File: src/verilog/exu_config.svh
////////////////////////////////////////
// Widths, lane count and encodings for the execution stage
////////////////////////////////////////
`ifndef EXU_CONFIG_SVH
`define EXU_CONFIG_SVH

`define EXU_XLEN      32
`define EXU_RFIDX_W   4
`define EXU_RF_NUM    16                    // Upper index bit of rd/rs1/rs2 is dropped
`define EXU_LANES     2                     // Power of two only
`define EXU_LANE_W    ($clog2(`EXU_LANES))

// ALU operation codes
`define EXU_OP_W      3
`define EXU_OP_ADD    3'd0
`define EXU_OP_SUB    3'd1
`define EXU_OP_AND    3'd2
`define EXU_OP_OR     3'd3
`define EXU_OP_XOR    3'd4

`define EXU_OPC_OP    7'b0110011
`define EXU_OPC_OPIMM 7'b0010011

`endif

File: src/verilog/exu_pkg.sv
////////////////////////////////////////
// Instruction word type with R and I views
////////////////////////////////////////
`default_nettype none

package exu_pkg;

  // One 32-bit word, decoded both ways by dispatch
  typedef union packed {
    // Register-register form
    struct packed {
      logic [6:0] funct7;
      logic [4:0] rs2;
      logic [4:0] rs1;
      logic [2:0] funct3;
      logic [4:0] rd;
      logic [6:0] opcode;
    } r;

    // Register-immediate form
    struct packed {
      logic [11:0] imm12;   // Sign bit at [11]
      logic [4:0]  rs1;
      logic [2:0]  funct3;
      logic [4:0]  rd;
      logic [6:0]  opcode;
    } i;
  } exu_instr_u;

endpackage

`default_nettype wire

File: src/verilog/exu_lane_if.sv
////////////////////////////////////////
// Dispatch to lane to write-back link
////////////////////////////////////////
`timescale 1ns/1ps
`default_nettype none

`include "exu_config.svh"

interface exu_lane_if;

  // Issue side
  logic                    iss_valid;
  logic                    iss_ready;
  logic [`EXU_OP_W-1:0]    iss_op;
  logic [`EXU_RFIDX_W-1:0] iss_rdidx;
  logic [`EXU_XLEN-1:0]    iss_a;
  logic [`EXU_XLEN-1:0]    iss_b;

  // Result side
  logic                    res_valid;
  logic                    res_ready;
  logic [`EXU_RFIDX_W-1:0] res_rdidx;
  logic [`EXU_XLEN-1:0]    res_data;

  modport disp (output iss_valid, iss_op, iss_rdidx, iss_a, iss_b, input iss_ready);

  modport lane (
    input  iss_valid, iss_op, iss_rdidx, iss_a, iss_b, res_ready,
    output iss_ready, res_valid, res_rdidx, res_data
  );

  modport wbck (input res_valid, res_rdidx, res_data, output res_ready);

endinterface

`default_nettype wire

File: src/verilog/exu_regfile.sv
////////////////////////////////////////
// Integer register file, 2 read / 1 write
////////////////////////////////////////
`timescale 1ns/1ps
`default_nettype none

`include "exu_config.svh"

module exu_regfile (
  input  logic                    clk,
  input  logic                    i_reset,
  input  logic [`EXU_RFIDX_W-1:0] i_rs1idx,
  input  logic [`EXU_RFIDX_W-1:0] i_rs2idx,
  input  logic                    i_wen,
  input  logic [`EXU_RFIDX_W-1:0] i_wrdidx,
  input  logic [`EXU_XLEN-1:0]    i_wdata,
  output logic [`EXU_XLEN-1:0]    o_rs1_data,
  output logic [`EXU_XLEN-1:0]    o_rs2_data
);

  logic [`EXU_XLEN-1:0] rf_q [`EXU_RF_NUM];

  for (genvar r = 0; r < `EXU_RF_NUM; r++) begin : g_reg
    if (r == 0) begin : g_x0
      assign rf_q[r] = '0;                // x0 hardwired
    end else begin : g_xn
      always_ff @(posedge clk) begin
        if (i_reset) begin
          rf_q[r] <= '0;
        end else if (i_wen && (i_wrdidx == r)) begin
          rf_q[r] <= i_wdata;
        end
      end
    end
  end

  // Read ports are combinational
  assign o_rs1_data = rf_q[i_rs1idx];
  assign o_rs2_data = rf_q[i_rs2idx];

endmodule

`default_nettype wire

File: src/verilog/exu_dispatch.sv
////////////////////////////////////////
// Decode, scoreboard stall and
// round-robin issue to the ALU lanes
////////////////////////////////////////
`timescale 1ns/1ps
`default_nettype none

`include "exu_config.svh"

module exu_dispatch
  import exu_pkg::*;
(
  input  logic                    clk,
  input  logic                    i_reset,
  input  logic                    i_valid,
  input  exu_instr_u              i_instr,
  input  logic [`EXU_XLEN-1:0]    i_rs1_data,
  input  logic [`EXU_XLEN-1:0]    i_rs2_data,
  input  logic                    i_ret_valid,
  input  logic [`EXU_RFIDX_W-1:0] i_ret_rdidx,
  output logic                    o_ready,
  output logic [`EXU_RFIDX_W-1:0] o_rs1idx,
  output logic [`EXU_RFIDX_W-1:0] o_rs2idx,
  exu_lane_if.disp                lanes [`EXU_LANES]
);

  logic                    is_op;
  logic                    is_opimm;
  logic                    f7_ok;
  logic                    alt_sub;
  logic                    dec_f3_ok;
  logic                    dec_ok;
  logic [`EXU_OP_W-1:0]    dec_op;
  logic [`EXU_XLEN-1:0]    imm_sext;
  logic [`EXU_RFIDX_W-1:0] rs1idx;
  logic [`EXU_RFIDX_W-1:0] rs2idx;
  logic [`EXU_RFIDX_W-1:0] rdidx;
  logic [`EXU_RF_NUM-1:0]  busy_q;
  logic [`EXU_RF_NUM-1:0]  busy_nxt;
  logic                    hazard;
  logic                    issue_req;
  logic                    issue_fire;
  logic [`EXU_LANES-1:0]   lane_ready;
  logic [`EXU_LANE_W-1:0]  lane_ptr;

  ////////////////////////////////////////
  // Decode
  assign is_op    = (i_instr.r.opcode == `EXU_OPC_OP);
  assign is_opimm = (i_instr.i.opcode == `EXU_OPC_OPIMM);
  assign alt_sub  = is_op & (i_instr.r.funct7 == 7'b0100000);
  assign f7_ok    = (i_instr.r.funct7 == 7'b0000000) | (alt_sub & (i_instr.r.funct3 == 3'b000));

  always_comb begin
    dec_f3_ok = 1'b1;
    case (i_instr.i.funct3)
      3'b000:  dec_op = alt_sub ? `EXU_OP_SUB : `EXU_OP_ADD;
      3'b100:  dec_op = `EXU_OP_XOR;
      3'b110:  dec_op = `EXU_OP_OR;
      3'b111:  dec_op = `EXU_OP_AND;
      default: begin
        dec_op    = `EXU_OP_ADD;
        dec_f3_ok = 1'b0;
      end
    endcase
  end

  assign dec_ok   = dec_f3_ok & (is_opimm | (is_op & f7_ok));
  assign imm_sext = {{(`EXU_XLEN-12){i_instr.i.imm12[11]}}, i_instr.i.imm12};

  assign rs1idx   = i_instr.i.rs1[`EXU_RFIDX_W-1:0];
  assign rs2idx   = i_instr.r.rs2[`EXU_RFIDX_W-1:0];
  assign rdidx    = i_instr.r.rd[`EXU_RFIDX_W-1:0];
  assign o_rs1idx = rs1idx;
  assign o_rs2idx = rs2idx;

  ////////////////////////////////////////
  // Scoreboard
  // rd is checked too, so a pending write is never overtaken
  assign hazard = busy_q[rs1idx] | (is_op & busy_q[rs2idx]) | busy_q[rdidx];

  assign issue_req  = i_valid & dec_ok & (rdidx != '0) & ~hazard;
  assign issue_fire = issue_req & lane_ready[lane_ptr];
  assign o_ready    = lane_ready[lane_ptr] & ~hazard;   // Discarded words pass here too

  always_comb begin
    busy_nxt = busy_q;
    if (i_ret_valid) begin
      busy_nxt[i_ret_rdidx] = 1'b0;
    end
    if (issue_fire) begin
      busy_nxt[rdidx] = 1'b1;   // Issue wins over retire
    end
  end

  always_ff @(posedge clk) begin
    if (i_reset) begin
      busy_q   <= '0;
      lane_ptr <= '0;
    end else begin
      busy_q <= busy_nxt;
      if (issue_fire) begin
        lane_ptr <= lane_ptr + 1'b1;   // Wraps, lane count is 2^n
      end
    end
  end

  // Payload goes to every lane, valid only to the pointed one
  for (genvar g = 0; g < `EXU_LANES; g++) begin : g_lane
    assign lane_ready[g]      = lanes[g].iss_ready;
    assign lanes[g].iss_valid = issue_req & (lane_ptr == g);
    assign lanes[g].iss_op    = dec_op;
    assign lanes[g].iss_rdidx = rdidx;
    assign lanes[g].iss_a     = i_rs1_data;
    assign lanes[g].iss_b     = is_opimm ? imm_sext : i_rs2_data;
  end

endmodule

`default_nettype wire

File: src/verilog/exu_lane.sv
////////////////////////////////////////
// Two-stage ALU lane with per-stage valid
////////////////////////////////////////
`timescale 1ns/1ps
`default_nettype none

`include "exu_config.svh"

module exu_lane (
  input  logic     clk,
  input  logic     i_reset,
  exu_lane_if.lane port
);

  logic                    s1_valid;
  logic [`EXU_OP_W-1:0]    s1_op;
  logic [`EXU_RFIDX_W-1:0] s1_rdidx;
  logic [`EXU_XLEN-1:0]    s1_a;
  logic [`EXU_XLEN-1:0]    s1_b;
  logic                    s2_valid;
  logic [`EXU_RFIDX_W-1:0] s2_rdidx;
  logic [`EXU_XLEN-1:0]    s2_data;
  logic                    s1_ready;
  logic                    s2_ready;
  logic                    iss_fire;
  logic                    s1_fire;
  logic [`EXU_XLEN-1:0]    alu_res;

  // Ready ripples back from the result port
  assign s2_ready = ~s2_valid | port.res_ready;
  assign s1_ready = ~s1_valid | s2_ready;
  assign iss_fire = port.iss_valid & s1_ready;
  assign s1_fire  = s1_valid & s2_ready;

  always_ff @(posedge clk) begin
    if (i_reset) begin
      s1_valid <= 1'b0;
      s2_valid <= 1'b0;
    end else begin
      s1_valid <= iss_fire | (s1_valid & ~s2_ready);
      s2_valid <= s1_fire | (s2_valid & ~port.res_ready);
    end
  end

  ////////////////////////////////////////
  // Stage 1 operand capture
  always_ff @(posedge clk) begin
    if (iss_fire) begin
      s1_op    <= port.iss_op;
      s1_rdidx <= port.iss_rdidx;
      s1_a     <= port.iss_a;
      s1_b     <= port.iss_b;
    end
  end

  always_comb begin
    case (s1_op)
      `EXU_OP_SUB: alu_res = s1_a - s1_b;
      `EXU_OP_AND: alu_res = s1_a & s1_b;
      `EXU_OP_OR:  alu_res = s1_a | s1_b;
      `EXU_OP_XOR: alu_res = s1_a ^ s1_b;
      default:     alu_res = s1_a + s1_b;   // ADD and ADDI
    endcase
  end

  // Stage 2 result register
  always_ff @(posedge clk) begin
    if (s1_fire) begin
      s2_rdidx <= s1_rdidx;
      s2_data  <= alu_res;
    end
  end

  assign port.iss_ready = s1_ready;
  assign port.res_valid = s2_valid;
  assign port.res_rdidx = s2_rdidx;
  assign port.res_data  = s2_data;

endmodule

`default_nettype wire

File: src/verilog/exu_wbck.sv
////////////////////////////////////////
// In-order write-back from the lanes
////////////////////////////////////////
`timescale 1ns/1ps
`default_nettype none

`include "exu_config.svh"

module exu_wbck (
  input  logic                    clk,
  input  logic                    i_reset,
  input  logic                    i_wb_ready,
  exu_lane_if.wbck                lanes [`EXU_LANES],
  output logic                    o_wb_valid,
  output logic [`EXU_RFIDX_W-1:0] o_wb_rdidx,
  output logic [`EXU_XLEN-1:0]    o_wb_data,
  output logic                    o_rf_wen,
  output logic [`EXU_RFIDX_W-1:0] o_rf_wrdidx,
  output logic [`EXU_XLEN-1:0]    o_rf_wdata,
  output logic                    o_ret_valid,
  output logic [`EXU_RFIDX_W-1:0] o_ret_rdidx
);

  logic [`EXU_LANES-1:0]   res_valid;
  logic [`EXU_RFIDX_W-1:0] res_rdidx [`EXU_LANES];
  logic [`EXU_XLEN-1:0]    res_data  [`EXU_LANES];
  logic [`EXU_LANE_W-1:0]  wb_ptr;    // Follows the issue order
  logic                    wb_fire;

  for (genvar g = 0; g < `EXU_LANES; g++) begin : g_lane
    assign res_valid[g]       = lanes[g].res_valid;
    assign res_rdidx[g]       = lanes[g].res_rdidx;
    assign res_data[g]        = lanes[g].res_data;
    assign lanes[g].res_ready = i_wb_ready & (wb_ptr == g);
  end

  assign o_wb_valid = res_valid[wb_ptr];
  assign o_wb_rdidx = res_rdidx[wb_ptr];
  assign o_wb_data  = res_data[wb_ptr];
  assign wb_fire    = o_wb_valid & i_wb_ready;

  // Register file write and retire on the same handshake
  assign o_rf_wen    = wb_fire;
  assign o_rf_wrdidx = o_wb_rdidx;
  assign o_rf_wdata  = o_wb_data;
  assign o_ret_valid = wb_fire;
  assign o_ret_rdidx = o_wb_rdidx;

  always_ff @(posedge clk) begin
    if (i_reset) begin
      wb_ptr <= '0;
    end else if (wb_fire) begin
      wb_ptr <= wb_ptr + 1'b1;
    end
  end

endmodule

`default_nettype wire

File: src/verilog/exu_top.sv
////////////////////////////////////////
// Execution stage top level
////////////////////////////////////////
`timescale 1ns/1ps
`default_nettype none

`include "exu_config.svh"

module exu_top (
  input  logic                    clk,
  input  logic                    i_reset,
  input  logic                    i_valid,
  input  logic [31:0]             i_instr,
  input  logic                    i_wb_ready,
  output logic                    o_ready,
  output logic                    o_wb_valid,
  output logic [`EXU_RFIDX_W-1:0] o_wb_rdidx,
  output logic [`EXU_XLEN-1:0]    o_wb_data
);

  logic [`EXU_RFIDX_W-1:0] rf_rs1idx;
  logic [`EXU_RFIDX_W-1:0] rf_rs2idx;
  logic [`EXU_XLEN-1:0]    rf_rs1_data;
  logic [`EXU_XLEN-1:0]    rf_rs2_data;
  logic                    rf_wen;
  logic [`EXU_RFIDX_W-1:0] rf_wrdidx;
  logic [`EXU_XLEN-1:0]    rf_wdata;
  logic                    ret_valid;
  logic [`EXU_RFIDX_W-1:0] ret_rdidx;

  exu_lane_if u_lane_if [`EXU_LANES] ();

  exu_regfile u_regfile (
    .clk        (clk),
    .i_reset    (i_reset),
    .i_rs1idx   (rf_rs1idx),
    .i_rs2idx   (rf_rs2idx),
    .i_wen      (rf_wen),
    .i_wrdidx   (rf_wrdidx),
    .i_wdata    (rf_wdata),
    .o_rs1_data (rf_rs1_data),
    .o_rs2_data (rf_rs2_data)
  );

  exu_dispatch u_dispatch (
    .clk         (clk),
    .i_reset     (i_reset),
    .i_valid     (i_valid),
    .i_instr     (i_instr),
    .i_rs1_data  (rf_rs1_data),
    .i_rs2_data  (rf_rs2_data),
    .i_ret_valid (ret_valid),
    .i_ret_rdidx (ret_rdidx),
    .o_ready     (o_ready),
    .o_rs1idx    (rf_rs1idx),
    .o_rs2idx    (rf_rs2idx),
    .lanes       (u_lane_if)
  );

  // ALU lanes
  for (genvar g = 0; g < `EXU_LANES; g++) begin : g_lane
    exu_lane u_lane (
      .clk     (clk),
      .i_reset (i_reset),
      .port    (u_lane_if[g])
    );
  end

  exu_wbck u_wbck (
    .clk         (clk),
    .i_reset     (i_reset),
    .i_wb_ready  (i_wb_ready),
    .lanes       (u_lane_if),
    .o_wb_valid  (o_wb_valid),
    .o_wb_rdidx  (o_wb_rdidx),
    .o_wb_data   (o_wb_data),
    .o_rf_wen    (rf_wen),
    .o_rf_wrdidx (rf_wrdidx),
    .o_rf_wdata  (rf_wdata),
    .o_ret_valid (ret_valid),
    .o_ret_rdidx (ret_rdidx)
  );

endmodule

`default_nettype wire

File: config.mk
export PLATFORM = sky130hd
export DESIGN_NAME = exu_top
export DESIGN_NICKNAME = d
export VERILOG_FILES = /design/src/verilog/exu_pkg.sv /design/src/verilog/exu_lane_if.sv /design/src/verilog/exu_regfile.sv /design/src/verilog/exu_dispatch.sv /design/src/verilog/exu_lane.sv /design/src/verilog/exu_wbck.sv /design/src/verilog/exu_top.sv
export VERILOG_INCLUDE_DIRS = /design/src /design/src/verilog
export SDC_FILE = /design/constraint.sdc
export NUM_CORES = 2
export LEC_CHECK = 0
export BUFFER_PORTS_ARGS = -buffer_cell sky130_fd_sc_hd__buf_2
export CAP_MARGIN = 20
export CORE_UTILIZATION = 65
export DETAILED_ROUTE_END_ITERATION = 6
export PLACE_DENSITY = 0.89
export SETUP_SLACK_MARGIN = 0.5
export SYNTH_ARGS = -nofsm -noshare
export SYNTH_HDL_FRONTEND = slang
export SYNTH_SLANG_ARGS = --single-unit
File: constraint.sdc
create_clock -name clk -period 12.6 [get_ports clk]
set_input_delay 0.63 -clock clk [delete_from_list [all_inputs] [get_ports clk]]
set_output_delay 0.63 -clock clk [all_outputs]
set_load 0.02 [all_outputs]
==> flow_summary_export.csv <==
group,metric,value,unit
setup_path,criticalPathCategory,"reg -> reg",
clocking,clock_latency,630,ps
synth,synth_edf_count,214,
sta,drv_slew,0,
routing,wl,118,mm
setup_path,crit_path_max_incr_delay,640,ps
placed_design,dp.cells,4420,
synth,synthArstFlopShare,0,
setup_path,arrival,6070,ps
clocking,h-tree-depth,3,
clocking,postCtsSetupBuffers,0,
global_routing,grt_util_met2,0.591,
layout,stdcell_count,4560,
setup_path,critical_path.endpoint_type,"flip-flop",
die,coreArea,60500,µm²
power_and_ir_drop,irDropWorstVdd,0.0852,mV
sta,finalHoldViolations,0,
synth,syn_area,39900,µm²
global_routing,grt_usage,0.377,
clocking,cts_made_buffers,73,
power_and_ir_drop,powerDensity,109,nW/µm²
placed_design,place_hpwl,71.4,mm
power_and_ir_drop,p_leak,0.0152,µW
synth,synth_top_cells_by_area,"dfxtp_1, edfxtp_1, mux4_2, a211oi_1, ha_1",
routing,vias,33400,
sta,period_needed,5760,ps
synth,synth_top_cell_area_share,0.252,
placed_design,gp_congestion,1.08,
sta,skew,24.3,ps
global_routing,use_met1,0.470,
die,start_util,0.660,
sta,max_clock_freq,174,MHz
job,maxCapViolCount,0,
setup_path,worstPathMaxFanout,5,
routing,drc_errors,3,
die,io_pins,74,
clocking,cts_tree,"built",
global_routing,grt_start_max_net_pins,133,
synth,syn_nets,4056,
outcome,status,"finished with violations",
sta,setup_viol,0,
layout,finish.utilization,0.714,
clocking,cts_resized,0,
synth,ys.warnings.count,0,
layout,nNetsFinal,3947,
clocking,cts_sinks,716,
sta,finalSetupTns,0,ps
outcome,violations,"design-rule violations",
synth,netlist_instances,3826,
synth,yosysTopAreaCell,"dfxtp_1",
global_routing,use_met3,0.0933,
global_routing,grt-ovfl-total,0,
synth,synth.top_cells.by_count,"nor2_1, dfxtp_1, a211oi_1, mux4_2, clkbuf_1",
layout,drive_gt1_frac,0.166,
clocking,ctsHoldBuffers,0,
synth,yosysMostFrequentCell,"nor2_1",
clocking,clkTransAtPathRegs,60,ps
die,die_h,250,µm
clocking,clock_path_buffers,3,
sta,maxSlewHeadroom,0.140,
synth,seq_area_frac_synth,0.413,
layout,area_growth,8.21,%
synth,syn_avg_cell_area,10.4,µm²
setup_path,slowest_stage,"or4_1",
sta,rsz0062_at_grt,"no",
setup_path,startpoint_type,"flip-flop",
die,fp-row-count,90,
placed_design,place_area,40700,µm²
global_routing,antenna_found_initial,3,
global_routing,grt_pass1_wl,184,mm
routing,drtIter0Drc,5448,
sta,min_period_over_period,0.457,
layout,postLayoutCellArea,43200,µm²
min_path,worst_hold_path_type,"in -> reg",
routing,antenna_left,0,
setup_path,crit_chain,"or4_1 -> nor3_2 -> nand3_1 -> or3_1 -> nor3_2 -> nor3b_1 -> a31oi_1 -> xnor2_1 -> ha_1 -> inv_1 -> o31ai_1 -> nand4b_1 -> a41oi_1 -> nor2_1 -> o221ai_1 -> xnor2_1 -> o221ai_1",
routing,dr.pass1.iters,7,
setup_path,critPathRequiredTime,12910,ps
placed_design,port_buffers,71,
sta,worstMarginPinSlew,1290,ps
global_routing,grt_pass1_vias,33200,
synth,synthFlopType,"dfxtp_1",
die,die_x,250,µm
global_routing,grt-busiest-layer,"met2",
clocking,cts_root_buf,"clkbuf_16",
synth,synth_seq_cells,716,
synth,synth_cell_types,83,
die,die_area,62400,µm²
routing,wl_per_cell,26.0,µm
routing,viasPerCell,7.31,
worst paths after layout:
kind,start,endpoint,slack (ps),cells after the start
max reg2reg,g_lane[1].u_lane.s1_b[4],g_lane[1].u_lane.port.res_data[31],6840,17
max,g_lane[1].u_lane.s1_b[4],g_lane[1].u_lane.port.res_data[31],6840,17
min,i_wb_ready,u_wbck.wb_ptr,310,2
min reg2reg,g_lane[1].u_lane.s1_rdidx[3],g_lane[1].u_lane.port.res_rdidx[3],410,0
critical path: cells and delay by family, from the launching register on:
family                     cells  cell delay [ps]
and+or+nand+nor                8             2920
adders and majority gates      1              360
AOI/OAI and AO/OA              5             1250
DFF                            1              440
xor gates and xnor gates       2              390
buffers and inverters          1               90
layer usage:
metal,share of wire,vias up
li1,-,14100
met1,0.35,15900
met2,0.46,2753
met3,0.13,637
met4,0.061,2
met5,0.000068,-
stage by stage:
stage               setup slack, ps  power, µW  hold slack [ps]
detailed placement             7240       2560              405
floorplan                      6210       2520              400
finish                         6840       4710              307
global route                   6560       4800              317
CTS                            7130       4700              292
global placement               7290       2560              401
cells by family (layout without fill, tap and decap cells):
group / count (synthesis) / in the layout / synth area share
muxes: 384 / 384 / 0.179
other: 0 / 2 / 0
DFF: 716 / 716 / 0.413
xor gates and xnor gates: 117 / 117 / 0.0257
AOI/OAI and AO/OA: 1000 / 1000 / 0.177
adders and majority gates: 194 / 194 / 0.0612
buffers and inverters: 544 / 494 / 0.0521
and+or+nand+nor: 871 / 871 / 0.0925
state kept, by name (all words and copies together), names as in the netlist:
| register | count |
|---|---|
| g_lane.u_lane.port.res_data | 64 |
| g_lane.u_lane.port.res_rdidx | 8 |
| g_lane.u_lane.port.res_valid | 2 |
| g_lane.u_lane.s1_a | 64 |
| g_lane.u_lane.s1_b | 64 |
| g_lane.u_lane.s1_op | 6 |
| g_lane.u_lane.s1_rdidx | 8 |
| g_lane.u_lane.s1_valid | 2 |
| u_dispatch.busy_q | 16 |
| u_dispatch.lane_ptr | 1 |
| u_regfile.rf_q | 480 |
| u_wbck.wb_ptr | 1 |
report_power, final:
group	switching, µW	leakage (µW)	total (µW)	internal [µW]
registers	0.136	0.00628	2360	2360
logic	111	0.00776	160	49.5
clock network	940	0.00117	2190	1250
total	1050	0.0152	4710	3660
cell type report:
cell class,count,area (µm²)
Multi-Input combinational cell,2566,21500
Inverter,204,766
Clock buffer,104,2140
Timing Repair Buffer,156,1050
Fill cell,3585,17300
Tap cell,782,978
Antenna cell,2,5.00
Sequential cell,716,16500
Clock inverter,30,254
cells in the final DEF (no fill, tap or decap), types with 22 or more instances in the layout:
cell,instances
ha_1,192
nor2_1,570
xor2_1,26
buf_2,64
a21oi_1,138
o21ai_0,94
inv_1,204
edfxtp_1,214
dfxtp_1,501
xnor2_1,91
mux4_2,252
clkbuf_16,76
buf_4,86
a31oi_1,23
mux2i_1,74
nand3_1,22
a211oi_1,496
a21o_1,23
nand2_1,139
a22o_1,32
mux2_2,54
o22ai_1,37
No activity file was read; power rests on OpenSTA's default activity.
